[config.mk]
export PLATFORM = sky130hd
export DESIGN_NAME = cpu_top
export DESIGN_NICKNAME = d
export VERILOG_FILES = /design/src/common/cpu_pkg.sv /design/src/design/alu.sv /design/src/design/cpu_top.sv /design/src/design/decoder.sv /design/src/design/fetch_pc.sv /design/src/design/forward_unit.sv /design/src/design/regfile.sv /design/src/design/stage_reg.sv
export VERILOG_INCLUDE_DIRS = /design/src /design/src/common
export SDC_FILE = /design/constraint.sdc
export NUM_CORES = 2
export LEC_CHECK = 0
export ABC_AREA = 0
export BUFFER_PORTS_ARGS = -buffer_cell sky130_fd_sc_hd__clkbuf_2
export CORE_MARGIN = 3
export CORE_UTILIZATION = 30
export DETAILED_ROUTE_END_ITERATION = 7
export PLACE_DENSITY_LB_ADDON = 0.3
export SLEW_MARGIN = 20
export SYNTH_ARGS = -nofsm -noshare
export SYNTH_HDL_FRONTEND = slang
export SYNTH_SLANG_ARGS = --single-unit
export TNS_END_PERCENT = 1
[constraint.sdc]
create_clock -name clk -period 5.1 [get_ports clk]
set_input_delay 0.51 -clock clk [delete_from_list [all_inputs] [get_ports clk]]
set_output_delay 0.51 -clock clk [all_outputs]
set_load 0.01 [all_outputs]
[src/common/cpu_macros.svh]
`ifndef CPU_MACROS_SVH
`define CPU_MACROS_SVH

`define XLEN 32
`define IM_AW 10
`define DM_AW 12

// major opcodes, instruction bits 30:25
`define OP_ALU  6'b100000
`define OP_ADDI 6'b101000
`define OP_ORI  6'b101100
`define OP_MOVI 6'b100010
`define OP_LWI  6'b000010
`define OP_SWI  6'b001010
`define OP_BR   6'b100110
`define OP_J    6'b100100

// sub-op codes of OP_ALU, bits 4:0
`define SUB_ADD 5'b00000
`define SUB_SUB 5'b00001
`define SUB_AND 5'b00010
`define SUB_OR  5'b00100
`define SUB_XOR 5'b00011

`endif

[src/common/cpu_pkg.sv]
`include "cpu_macros.svh"

package cpu_pkg;

	typedef logic [`XLEN-1:0] word_t;
	typedef logic [31:0] instr_t;
	typedef logic [4:0] reg_addr_t;
	typedef logic [`IM_AW-1:0] pc_t;

	typedef enum logic [2:0] {
		ADD,
		SUB,
		AND,
		OR,
		XOR,
		PASS_B
	} alu_op_e;

	typedef enum logic {
		WB_ALU,
		WB_MEM
	} wb_sel_e;

	// all-zero bundle is a no-op
	typedef struct packed {
		alu_op_e alu_op;
		logic use_imm;
		logic reg_write;
		logic mem_read;
		logic mem_write;
		wb_sel_e wb_sel;
	} ctrl_t;

	typedef struct packed {
		ctrl_t ctrl;
		word_t a;
		word_t b;
		word_t st_data;
		reg_addr_t rd;
	} ex_pay_t;

	typedef struct packed {
		ctrl_t ctrl;
		word_t result;
		word_t st_data;
		reg_addr_t rd;
	} mem_pay_t;

	typedef struct packed {
		logic reg_write;
		reg_addr_t rd;
		word_t data;
	} wb_pay_t;

endpackage

[src/design/alu.sv]
`timescale 1ns/1ps

module alu import cpu_pkg::*; (
	input alu_op_e op,
	input word_t a,
	input word_t b,
	output word_t result,
	output logic overflow
);

	word_t sum;
	word_t diff;

	assign sum = a + b;
	assign diff = a - b;

	always_comb begin
		result = sum;
		overflow = 1'b0;
		case (op)
			ADD: begin
				result = sum;
				overflow = (a[31] == b[31]) && (sum[31] != a[31]);
			end
			SUB: begin
				result = diff;
				overflow = (a[31] != b[31]) && (diff[31] != a[31]);
			end
			AND: result = a & b;
			OR: result = a | b;
			XOR: result = a ^ b;
			// movi
			PASS_B: result = b;
			default: result = sum;
		endcase
	end

endmodule

[src/design/cpu_top.sv]
`timescale 1ns/1ps
`include "cpu_macros.svh"

module cpu_top import cpu_pkg::*; (
	input logic clk,
	input logic rst_n,
	input instr_t instruction,
	output pc_t IM_address,
	output logic DM_read,
	output logic DM_write,
	output logic [`DM_AW-1:0] DM_address,
	output word_t DM_in,
	input word_t DM_out,
	output logic alu_overflow
);

	pc_t if_pc;
	pc_t id_pc;
	pc_t br_target;
	instr_t id_instr;
	reg_addr_t ra_addr;
	reg_addr_t rb_addr;
	reg_addr_t rt_addr;
	word_t raw_ra;
	word_t raw_rb;
	word_t raw_rt;
	word_t fwd_ra;
	word_t fwd_rb;
	word_t fwd_rt;
	word_t op_b;
	ctrl_t id_ctrl;
	logic taken;
	logic hazard;
	ex_pay_t id_pay;
	ex_pay_t ex_pay;
	mem_pay_t ex_out;
	mem_pay_t mem_pay;
	wb_pay_t mem_out;
	wb_pay_t wb_pay;
	word_t ex_result;
	word_t mem_wdata;

	assign IM_address = if_pc;

	// decode holds the word fetched one PC earlier, bubbles aside
	assign id_pc = if_pc - pc_t'(1);

	fetch_pc u_fetch_pc (
		.clk(clk),
		.rst_n(rst_n),
		.hazard(hazard),
		.taken(taken),
		.target(br_target),
		.pc(if_pc)
	);

	stage_reg #(.payload_t(instr_t)) u_if_id (
		.clk(clk),
		.rst_n(rst_n),
		.hold(hazard),
		.flush(taken && !hazard),
		.d(instruction),
		.q(id_instr)
	);

	decoder u_decoder (
		.instr(id_instr),
		.pc(id_pc),
		.ra_data(fwd_ra),
		.rt_data(fwd_rt),
		.rb_data(fwd_rb),
		.ra_addr(ra_addr),
		.rb_addr(rb_addr),
		.rt_addr(rt_addr),
		.ctrl(id_ctrl),
		.imm(op_b),
		.taken(taken),
		.target(br_target)
	);

	regfile u_regfile (
		.clk(clk),
		.rst_n(rst_n),
		.ra_addr(ra_addr),
		.rb_addr(rb_addr),
		.rt_addr(rt_addr),
		.ra_data(raw_ra),
		.rb_data(raw_rb),
		.rt_data(raw_rt),
		.we(wb_pay.reg_write),
		.wa(wb_pay.rd),
		.wd(wb_pay.data)
	);

	forward_unit u_forward_unit (
		.ra_addr(ra_addr),
		.rb_addr(rb_addr),
		.rt_addr(rt_addr),
		.raw_ra(raw_ra),
		.raw_rb(raw_rb),
		.raw_rt(raw_rt),
		.ex_pay(ex_pay),
		.ex_result(ex_result),
		.mem_pay(mem_pay),
		.mem_wdata(mem_wdata),
		.wb_pay(wb_pay),
		.fwd_ra(fwd_ra),
		.fwd_rb(fwd_rb),
		.fwd_rt(fwd_rt),
		.hazard(hazard)
	);

	// rt is both the destination and the store source
	assign id_pay = '{ctrl: id_ctrl, a: fwd_ra, b: op_b, st_data: fwd_rt, rd: rt_addr};

	stage_reg #(.payload_t(ex_pay_t)) u_id_ex (
		.clk(clk),
		.rst_n(rst_n),
		.hold(1'b0),
		.flush(hazard),
		.d(id_pay),
		.q(ex_pay)
	);

	alu u_alu (
		.op(ex_pay.ctrl.alu_op),
		.a(ex_pay.a),
		.b(ex_pay.b),
		.result(ex_result),
		.overflow(alu_overflow)
	);

	assign ex_out = '{ctrl: ex_pay.ctrl, result: ex_result, st_data: ex_pay.st_data,
		rd: ex_pay.rd};

	stage_reg #(.payload_t(mem_pay_t)) u_ex_mem (
		.clk(clk),
		.rst_n(rst_n),
		.hold(1'b0),
		.flush(1'b0),
		.d(ex_out),
		.q(mem_pay)
	);

	assign DM_read = mem_pay.ctrl.mem_read;
	assign DM_write = mem_pay.ctrl.mem_write;
	assign DM_address = mem_pay.result[`DM_AW-1:0];
	assign DM_in = mem_pay.st_data;

	// write-back word, also the memory-stage forward value
	assign mem_wdata = (mem_pay.ctrl.wb_sel == WB_MEM) ? DM_out : mem_pay.result;
	assign mem_out = '{reg_write: mem_pay.ctrl.reg_write, rd: mem_pay.rd, data: mem_wdata};

	stage_reg #(.payload_t(wb_pay_t)) u_mem_wb (
		.clk(clk),
		.rst_n(rst_n),
		.hold(1'b0),
		.flush(1'b0),
		.d(mem_out),
		.q(wb_pay)
	);

endmodule

[src/design/decoder.sv]
`timescale 1ns/1ps
`include "cpu_macros.svh"

module decoder import cpu_pkg::*; (
	input instr_t instr,
	input pc_t pc,
	input word_t ra_data,
	input word_t rt_data,
	input word_t rb_data,
	output reg_addr_t ra_addr,
	output reg_addr_t rb_addr,
	output reg_addr_t rt_addr,
	output ctrl_t ctrl,
	output word_t imm,
	output logic taken,
	output pc_t target
);

	logic [5:0] opcode;
	logic [4:0] sub_op;
	word_t ext_imm;
	word_t imm15_s;
	word_t imm15_z;
	word_t imm20_s;
	word_t br_off;
	word_t j_off;

	assign opcode = instr[30:25];
	assign sub_op = instr[4:0];
	assign rt_addr = instr[24:20];
	assign ra_addr = instr[19:15];
	assign rb_addr = instr[14:10];

	assign imm15_s = {{17{instr[14]}}, instr[14:0]};
	assign imm15_z = {17'b0, instr[14:0]};
	assign imm20_s = {{12{instr[19]}}, instr[19:0]};
	// word offsets
	assign br_off = {{18{instr[13]}}, instr[13:0]};
	assign j_off = {{8{instr[23]}}, instr[23:0]};

	always_comb begin
		ctrl = '0;
		ext_imm = '0;
		taken = 1'b0;
		target = pc + pc_t'(br_off);
		case (opcode)
			`OP_ALU: begin
				ctrl.reg_write = 1'b1;
				case (sub_op)
					`SUB_ADD: ctrl.alu_op = ADD;
					`SUB_SUB: ctrl.alu_op = SUB;
					`SUB_AND: ctrl.alu_op = AND;
					`SUB_OR: ctrl.alu_op = OR;
					`SUB_XOR: ctrl.alu_op = XOR;
					default: ctrl.reg_write = 1'b0;
				endcase
			end
			`OP_ADDI: begin
				ctrl.alu_op = ADD;
				ctrl.use_imm = 1'b1;
				ctrl.reg_write = 1'b1;
				ext_imm = imm15_s;
			end
			`OP_ORI: begin
				ctrl.alu_op = OR;
				ctrl.use_imm = 1'b1;
				ctrl.reg_write = 1'b1;
				ext_imm = imm15_z;
			end
			`OP_MOVI: begin
				ctrl.alu_op = PASS_B;
				ctrl.use_imm = 1'b1;
				ctrl.reg_write = 1'b1;
				ext_imm = imm20_s;
			end
			`OP_LWI: begin
				ctrl.alu_op = ADD;
				ctrl.use_imm = 1'b1;
				ctrl.reg_write = 1'b1;
				ctrl.mem_read = 1'b1;
				ctrl.wb_sel = WB_MEM;
				ext_imm = {imm15_s[29:0], 2'b00};
			end
			`OP_SWI: begin
				ctrl.alu_op = ADD;
				ctrl.use_imm = 1'b1;
				ctrl.mem_write = 1'b1;
				ext_imm = {imm15_s[29:0], 2'b00};
			end
			// bit 14 set is BNE
			`OP_BR: taken = instr[14] ? (rt_data != ra_data) : (rt_data == ra_data);
			`OP_J: begin
				taken = 1'b1;
				target = pc + pc_t'(j_off);
			end
			default: ctrl = '0;
		endcase
	end

	// second operand for execute
	assign imm = ctrl.use_imm ? ext_imm : rb_data;

endmodule

[src/design/fetch_pc.sv]
`timescale 1ns/1ps

module fetch_pc import cpu_pkg::*; (
	input logic clk,
	input logic rst_n,
	input logic hazard,
	input logic taken,
	input pc_t target,
	output pc_t pc
);

	pc_t pc_next;

	// a stall wins over a redirect, the branch decides again next cycle
	always_comb begin
		if (hazard) begin
			pc_next = pc;
		end else if (taken) begin
			pc_next = target;
		end else begin
			pc_next = pc + pc_t'(1);
		end
	end

	always_ff @(posedge clk) begin
		if (!rst_n) begin
			pc <= '0;
		end else begin
			pc <= pc_next;
		end
	end

endmodule

[src/design/forward_unit.sv]
`timescale 1ns/1ps

module forward_unit import cpu_pkg::*; (
	input reg_addr_t ra_addr,
	input reg_addr_t rb_addr,
	input reg_addr_t rt_addr,
	input word_t raw_ra,
	input word_t raw_rb,
	input word_t raw_rt,
	input ex_pay_t ex_pay,
	input word_t ex_result,
	input mem_pay_t mem_pay,
	input word_t mem_wdata,
	input wb_pay_t wb_pay,
	output word_t fwd_ra,
	output word_t fwd_rb,
	output word_t fwd_rt,
	output logic hazard
);

	logic ex_hit_ra;
	logic ex_hit_rb;
	logic ex_hit_rt;

	function automatic logic hit(input logic wr, input reg_addr_t rd, input reg_addr_t src);
		return wr && rd == src && src != '0;
	endfunction

	// youngest writer first
	function automatic word_t pick(input reg_addr_t src, input word_t raw,
			input ex_pay_t ex_p, input word_t ex_v, input mem_pay_t mem_p,
			input word_t mem_v, input wb_pay_t wb_p);
		if (hit(ex_p.ctrl.reg_write, ex_p.rd, src)) begin
			return ex_v;
		end
		if (hit(mem_p.ctrl.reg_write, mem_p.rd, src)) begin
			return mem_v;
		end
		if (hit(wb_p.reg_write, wb_p.rd, src)) begin
			return wb_p.data;
		end
		return raw;
	endfunction

	assign fwd_ra = pick(ra_addr, raw_ra, ex_pay, ex_result, mem_pay, mem_wdata, wb_pay);
	assign fwd_rb = pick(rb_addr, raw_rb, ex_pay, ex_result, mem_pay, mem_wdata, wb_pay);
	assign fwd_rt = pick(rt_addr, raw_rt, ex_pay, ex_result, mem_pay, mem_wdata, wb_pay);

	// load data not back yet, any matching field stalls
	assign ex_hit_ra = hit(ex_pay.ctrl.reg_write, ex_pay.rd, ra_addr);
	assign ex_hit_rb = hit(ex_pay.ctrl.reg_write, ex_pay.rd, rb_addr);
	assign ex_hit_rt = hit(ex_pay.ctrl.reg_write, ex_pay.rd, rt_addr);
	assign hazard = ex_pay.ctrl.mem_read && (ex_hit_ra || ex_hit_rb || ex_hit_rt);

endmodule

[src/design/regfile.sv]
`timescale 1ns/1ps

module regfile import cpu_pkg::*; (
	input logic clk,
	input logic rst_n,
	input reg_addr_t ra_addr,
	input reg_addr_t rb_addr,
	input reg_addr_t rt_addr,
	output word_t ra_data,
	output word_t rb_data,
	output word_t rt_data,
	input logic we,
	input reg_addr_t wa,
	input word_t wd
);

	word_t regs [32];

	// r0 is never written
	always_ff @(posedge clk) begin
		if (!rst_n) begin
			for (int i = 0; i < 32; i++) begin
				regs[i] <= '0;
			end
		end else if (we && wa != '0) begin
			regs[wa] <= wd;
		end
	end

	// no write bypass here, forward_unit covers write-back
	assign ra_data = regs[ra_addr];
	assign rb_data = regs[rb_addr];
	assign rt_data = regs[rt_addr];

endmodule

[src/design/stage_reg.sv]
`timescale 1ns/1ps

module stage_reg import cpu_pkg::*; #(
	parameter type payload_t = word_t
) (
	input logic clk,
	input logic rst_n,
	input logic hold,
	input logic flush,
	input payload_t d,
	output payload_t q
);

	// zero payload is a bubble
	always_ff @(posedge clk) begin
		if (!rst_n || flush) begin
			q <= '0;
		end else if (!hold) begin
			q <= d;
		end
	end

endmodule

==> impl_metrics.csv <==
group,metric,value,unit
hold_path,hp-class,"input pin to flip-flop",
yosys,synth_area,83100,um2
critical_path,crit_slowest_cell,"a221o_1",
routing,avgViaCountPerCell,6.08,
critical_path,cp-start-kind,"flip-flop",
sta,finClkSkew,58.2,ps
yosys,yosysUniqueCellTypes,109,
place,place_area,97100,um2
floorplan,rows,192,
critical_path,critPathLaunch,"u_id_ex.q[69]",
pwr,p_per_area,308,nW/um2
critical_path,arrival,6220,ps
critical_path,worst-path-max-fanout,5,
yosys,synth_area_leader_cell,"edfxtp_1",
layout,syn2layout_area_growth,24.6,%
routing,drt_iter0_markers,10900,
floorplan,ios,123,
critical_path,crit_path_end_kind,"flip-flop",
critical_path,path_depth,25,
clock_tree,clk_path_buf_depth,3,
floorplan,die_area,283000,um2
layout,post-route-util,37.7,%
layout,stdcell_area,104000,um2
critical_path,cpMostUsedCell,"buf_4",
clock_tree,cts-htree-levels,4,
sta,worst_slack,-392,ps
sta,setup_viol,56,
layout,drive_gt1_share,35.0,%
routing,routed_wl,418,mm
critical_path,r2r_setup_slack,-390,ps
clock_tree,clock-root-buffer,"clkbuf_16",
sta,setup_tns,-13720,ps
clock_tree,cts_tree,"done",
clock_tree,clk-insertion-delay-late,850,ps
critical_path,r2r-end,"u_fetch_pc.pc[2]",
outcome,violations,"negative setup slack",
sta,grt_setup_unrepaired,"true",
grt,grt_pass1_wl,567,mm
grt,grt_remaining_overflow,0,
flow_run,maxCapViolCount,0,
critical_path,cp_top_family,"compound AO/OA/AOI/OAI gates",
layout,fillCellCount,26400,
yosys,yosys_warnings,0,
critical_path,r2r_start,"u_id_ex.q[69]",
yosys,syn_area_per_cell,12.1,um2
grt,grt_pass1_vias,68000,
critical_path,crit_type,"flip-flop to flip-flop",
clock_tree,clock_sinks,1297,
floorplan,die_w,532,um
hold_path,worstHoldStart,"instruction[11]",
routing,drt_first_pass_iters,6,
yosys,synth-main-ff-cell,"edfxtp_1",
yosys,syn_inst,6864,
floorplan,die_h,532,um
sta,final-max-slew-violation-count,0,
critical_path,worstPathRequired,5830,ps
clock_tree,numCtsBuffers,153,
place,port_buffers,121,
routing,drc,0,
critical_path,max_stage_delay,400,ps
outcome,outcome,"finished, violations left",
sta,slew_headroom,17.1,%
yosys,ys_seq_area_share,43.6,%
yosys,postSynthRegisterBits,1297,
routing,drtAntennaViolNets,0,
floorplan,start_util,30.3,%
yosys,yosysTopAreaCellShare,37.0,%
grt,globalRouteTotalUtil,28.5,%
yosys,async_flop_share,0,%
place,dp_hpwl,292,mm
yosys,synth_edf_count,1024,
sta,final-hold-violation-count,0,
pwr,ir_worst_vdd,0.328,mV
grt,grt_max_degree,77,
critical_path,crit_buf_inv,8,
place,gp_routability_congestion,1.00,
routing,wl_per_cell,35.9,um
clock_tree,clkSlewWorstSetupHoldPaths,60,ps
pwr,power.leakage,38.0,nW
layout,nets,7982,
floorplan,core-area,275000,um2
critical_path,crit_end,"u_fetch_pc.pc[2]",
sta,fmax,0.182,GHz
sta,period_minus_slack,5490,ps
critical_path,reg2reg_depth,25,
sta,fin_crit_sh,108,%
yosys,synthTopCellsByArea,"edfxtp_1, mux4_2, and2_1",
grt,antenna_found_initial,63,
sta,worst_slew_pin_slew,1210,ps
routing,dr_total_vias,70900,
[worst register-to-register path: stages, from the launching register on]
cell and delay (ps):
dfxtp_2 340, ha_4 170, fa_2 360, a21o_1 180
a221o_1 400, buf_4 180, a2bb2oi_2 150, buf_6 140
buf_6 110, a21oi_2 50, o311a_1 350, nor3_2 170
buf_4 190, mux2i_2 230, o2111ai_2 150, a2111oi_4 290
buf_4 190, o21bai_4 60, buf_6 130, nor4_4 390
buf_4 210, nand3_4 80, a31oi_4 280, buf_12 160
mux2_1 340, o22ai_1 130
[worst min path at each step]
stage,end,slack [ps],cells after the start
6_report,flip-flop,50,3
5_1_grt,flip-flop,30,3
4_1_cts,flip-flop,7,3
3_5_place_dp,u_ex_mem.q[20],420,1
3_3_place_gp,u_ex_mem.q[35],420,1
2_1_floorplan,u_ex_mem.q[10],410,1
[metal layers]
| layer | track usage, % | vias to the layer above | share of wire [%] |
|---|---|---|---|
| met3 | 9.95 | 1261 | 14 |
| li1 | - | 28100 | - |
| met4 | 16.0 | 18 | 6.6 |
| met1 | 36.7 | 35900 | 38 |
| met5 | 0 | - | 0.030 |
| met2 | 41.4 | 5560 | 42 |
[power by group]
| group | switching, mW | total (mW) | internal [mW] |
|---|---|---|---|
| Combinational | 4.74 | 8.16 | 3.43 |
| Clock | 5.07 | 11.4 | 6.35 |
| Sequential | 0.440 | 12.3 | 11.9 |
[stage by stage]
stage	instances	hold WS (ps)	total power, mW	worst slack, ps
final	11600	52.9	31.9	-392
after global placement	11300	415	20.1	-1480
after global routing	11600	31.3	32.7	-552
after CTS	11600	6.68	31.6	-327
after floorplan	6895	412	16.0	397
after detailed placement	11300	418	20.2	-1390
[flip-flops by register name, indices dropped and copies added, names as in the netlist, named ones only]
name and count:
u_regfile.regs 1024, u_mem_wb.q 38, u_if_id.q 31, u_id_ex.q 107, u_fetch_pc.pc 10, u_ex_mem.q 72
[cells in the mapped netlist, types with 24 or more instances]
cell,n
nand4_1,32
and2_1,1025
a221oi_1,32
a22oi_1,66
nor3_1,130
buf_2,103
o221ai_1,32
nand2_1,360
mux4_2,773
ha_1,113
edfxtp_1,1024
buf_1,60
xnor2_1,59
nor2_1,351
nand3_1,92
nor4_1,47
o21ai_0,172
inv_1,156
nand2b_1,44
or3_1,24
a21oi_2,31
a21o_1,25
mux2i_1,313
a21oi_1,279
nor2b_1,48
dfxtp_1,273
o22ai_1,73
a31oi_1,30
buf_4,98
o211ai_1,86
a211oi_1,55
clkbuf_1,436
buf_6,25
[cells by family (layout without fill, tap and decap cells)]
group	count (synthesis)	in the layout	share of synthesized area, %
and+or+nand+nor	2239	2239	14.5
adders and majority gates	116	116	1.77
DFF	1297	1297	43.6
buffers and inverters	884	1917	4.82
AOI/OAI and AO/OA	1139	1139	9.46
muxes	1106	1106	25.0
xor gates and xnor gates	82	82	0.864
other	1	65	0.00451
[what timing repair did]
item / CTS / global route
endpoints found under the hold margin: 21 / 0
pin swaps: 22 / 35
setup buffers: 6 / 22
setup endpoints to repair: 57 / 57
resized for setup: 77 / 79
gates cloned: 1 / 3
hold buffers: 19 / 0
[placed cells by master (no fill, tap or decap), drive strengths merged, types with 113 or more instances in the layout]
cell,count
dfxtp,273
nand2,363
nor2,353
mux2i,313
clkbuf,309
mux4,773
inv,167
a21oi,310
ha,113
o21ai,185
edfxtp,1024
nor3,132
buf,1331
and2,1027
[layout make-up]
type | count | area, um2 | share of cell area, %
flip-flops and latches | 1297 | 36300 | 35.0
clock buffers | 186 | 4070 | 3.93
diodes | 33 | 82.6 | 0.0798
inverters | 161 | 607 | 0.586
clock inverters | 97 | 1000 | 0.966
well taps | 3686 | 4610 | 4.45
multi-input cells | 4714 | 44400 | 42.8
repair buffers | 1473 | 12500 | 12.1
Note: power is estimated with default switching activity, not from simulation.
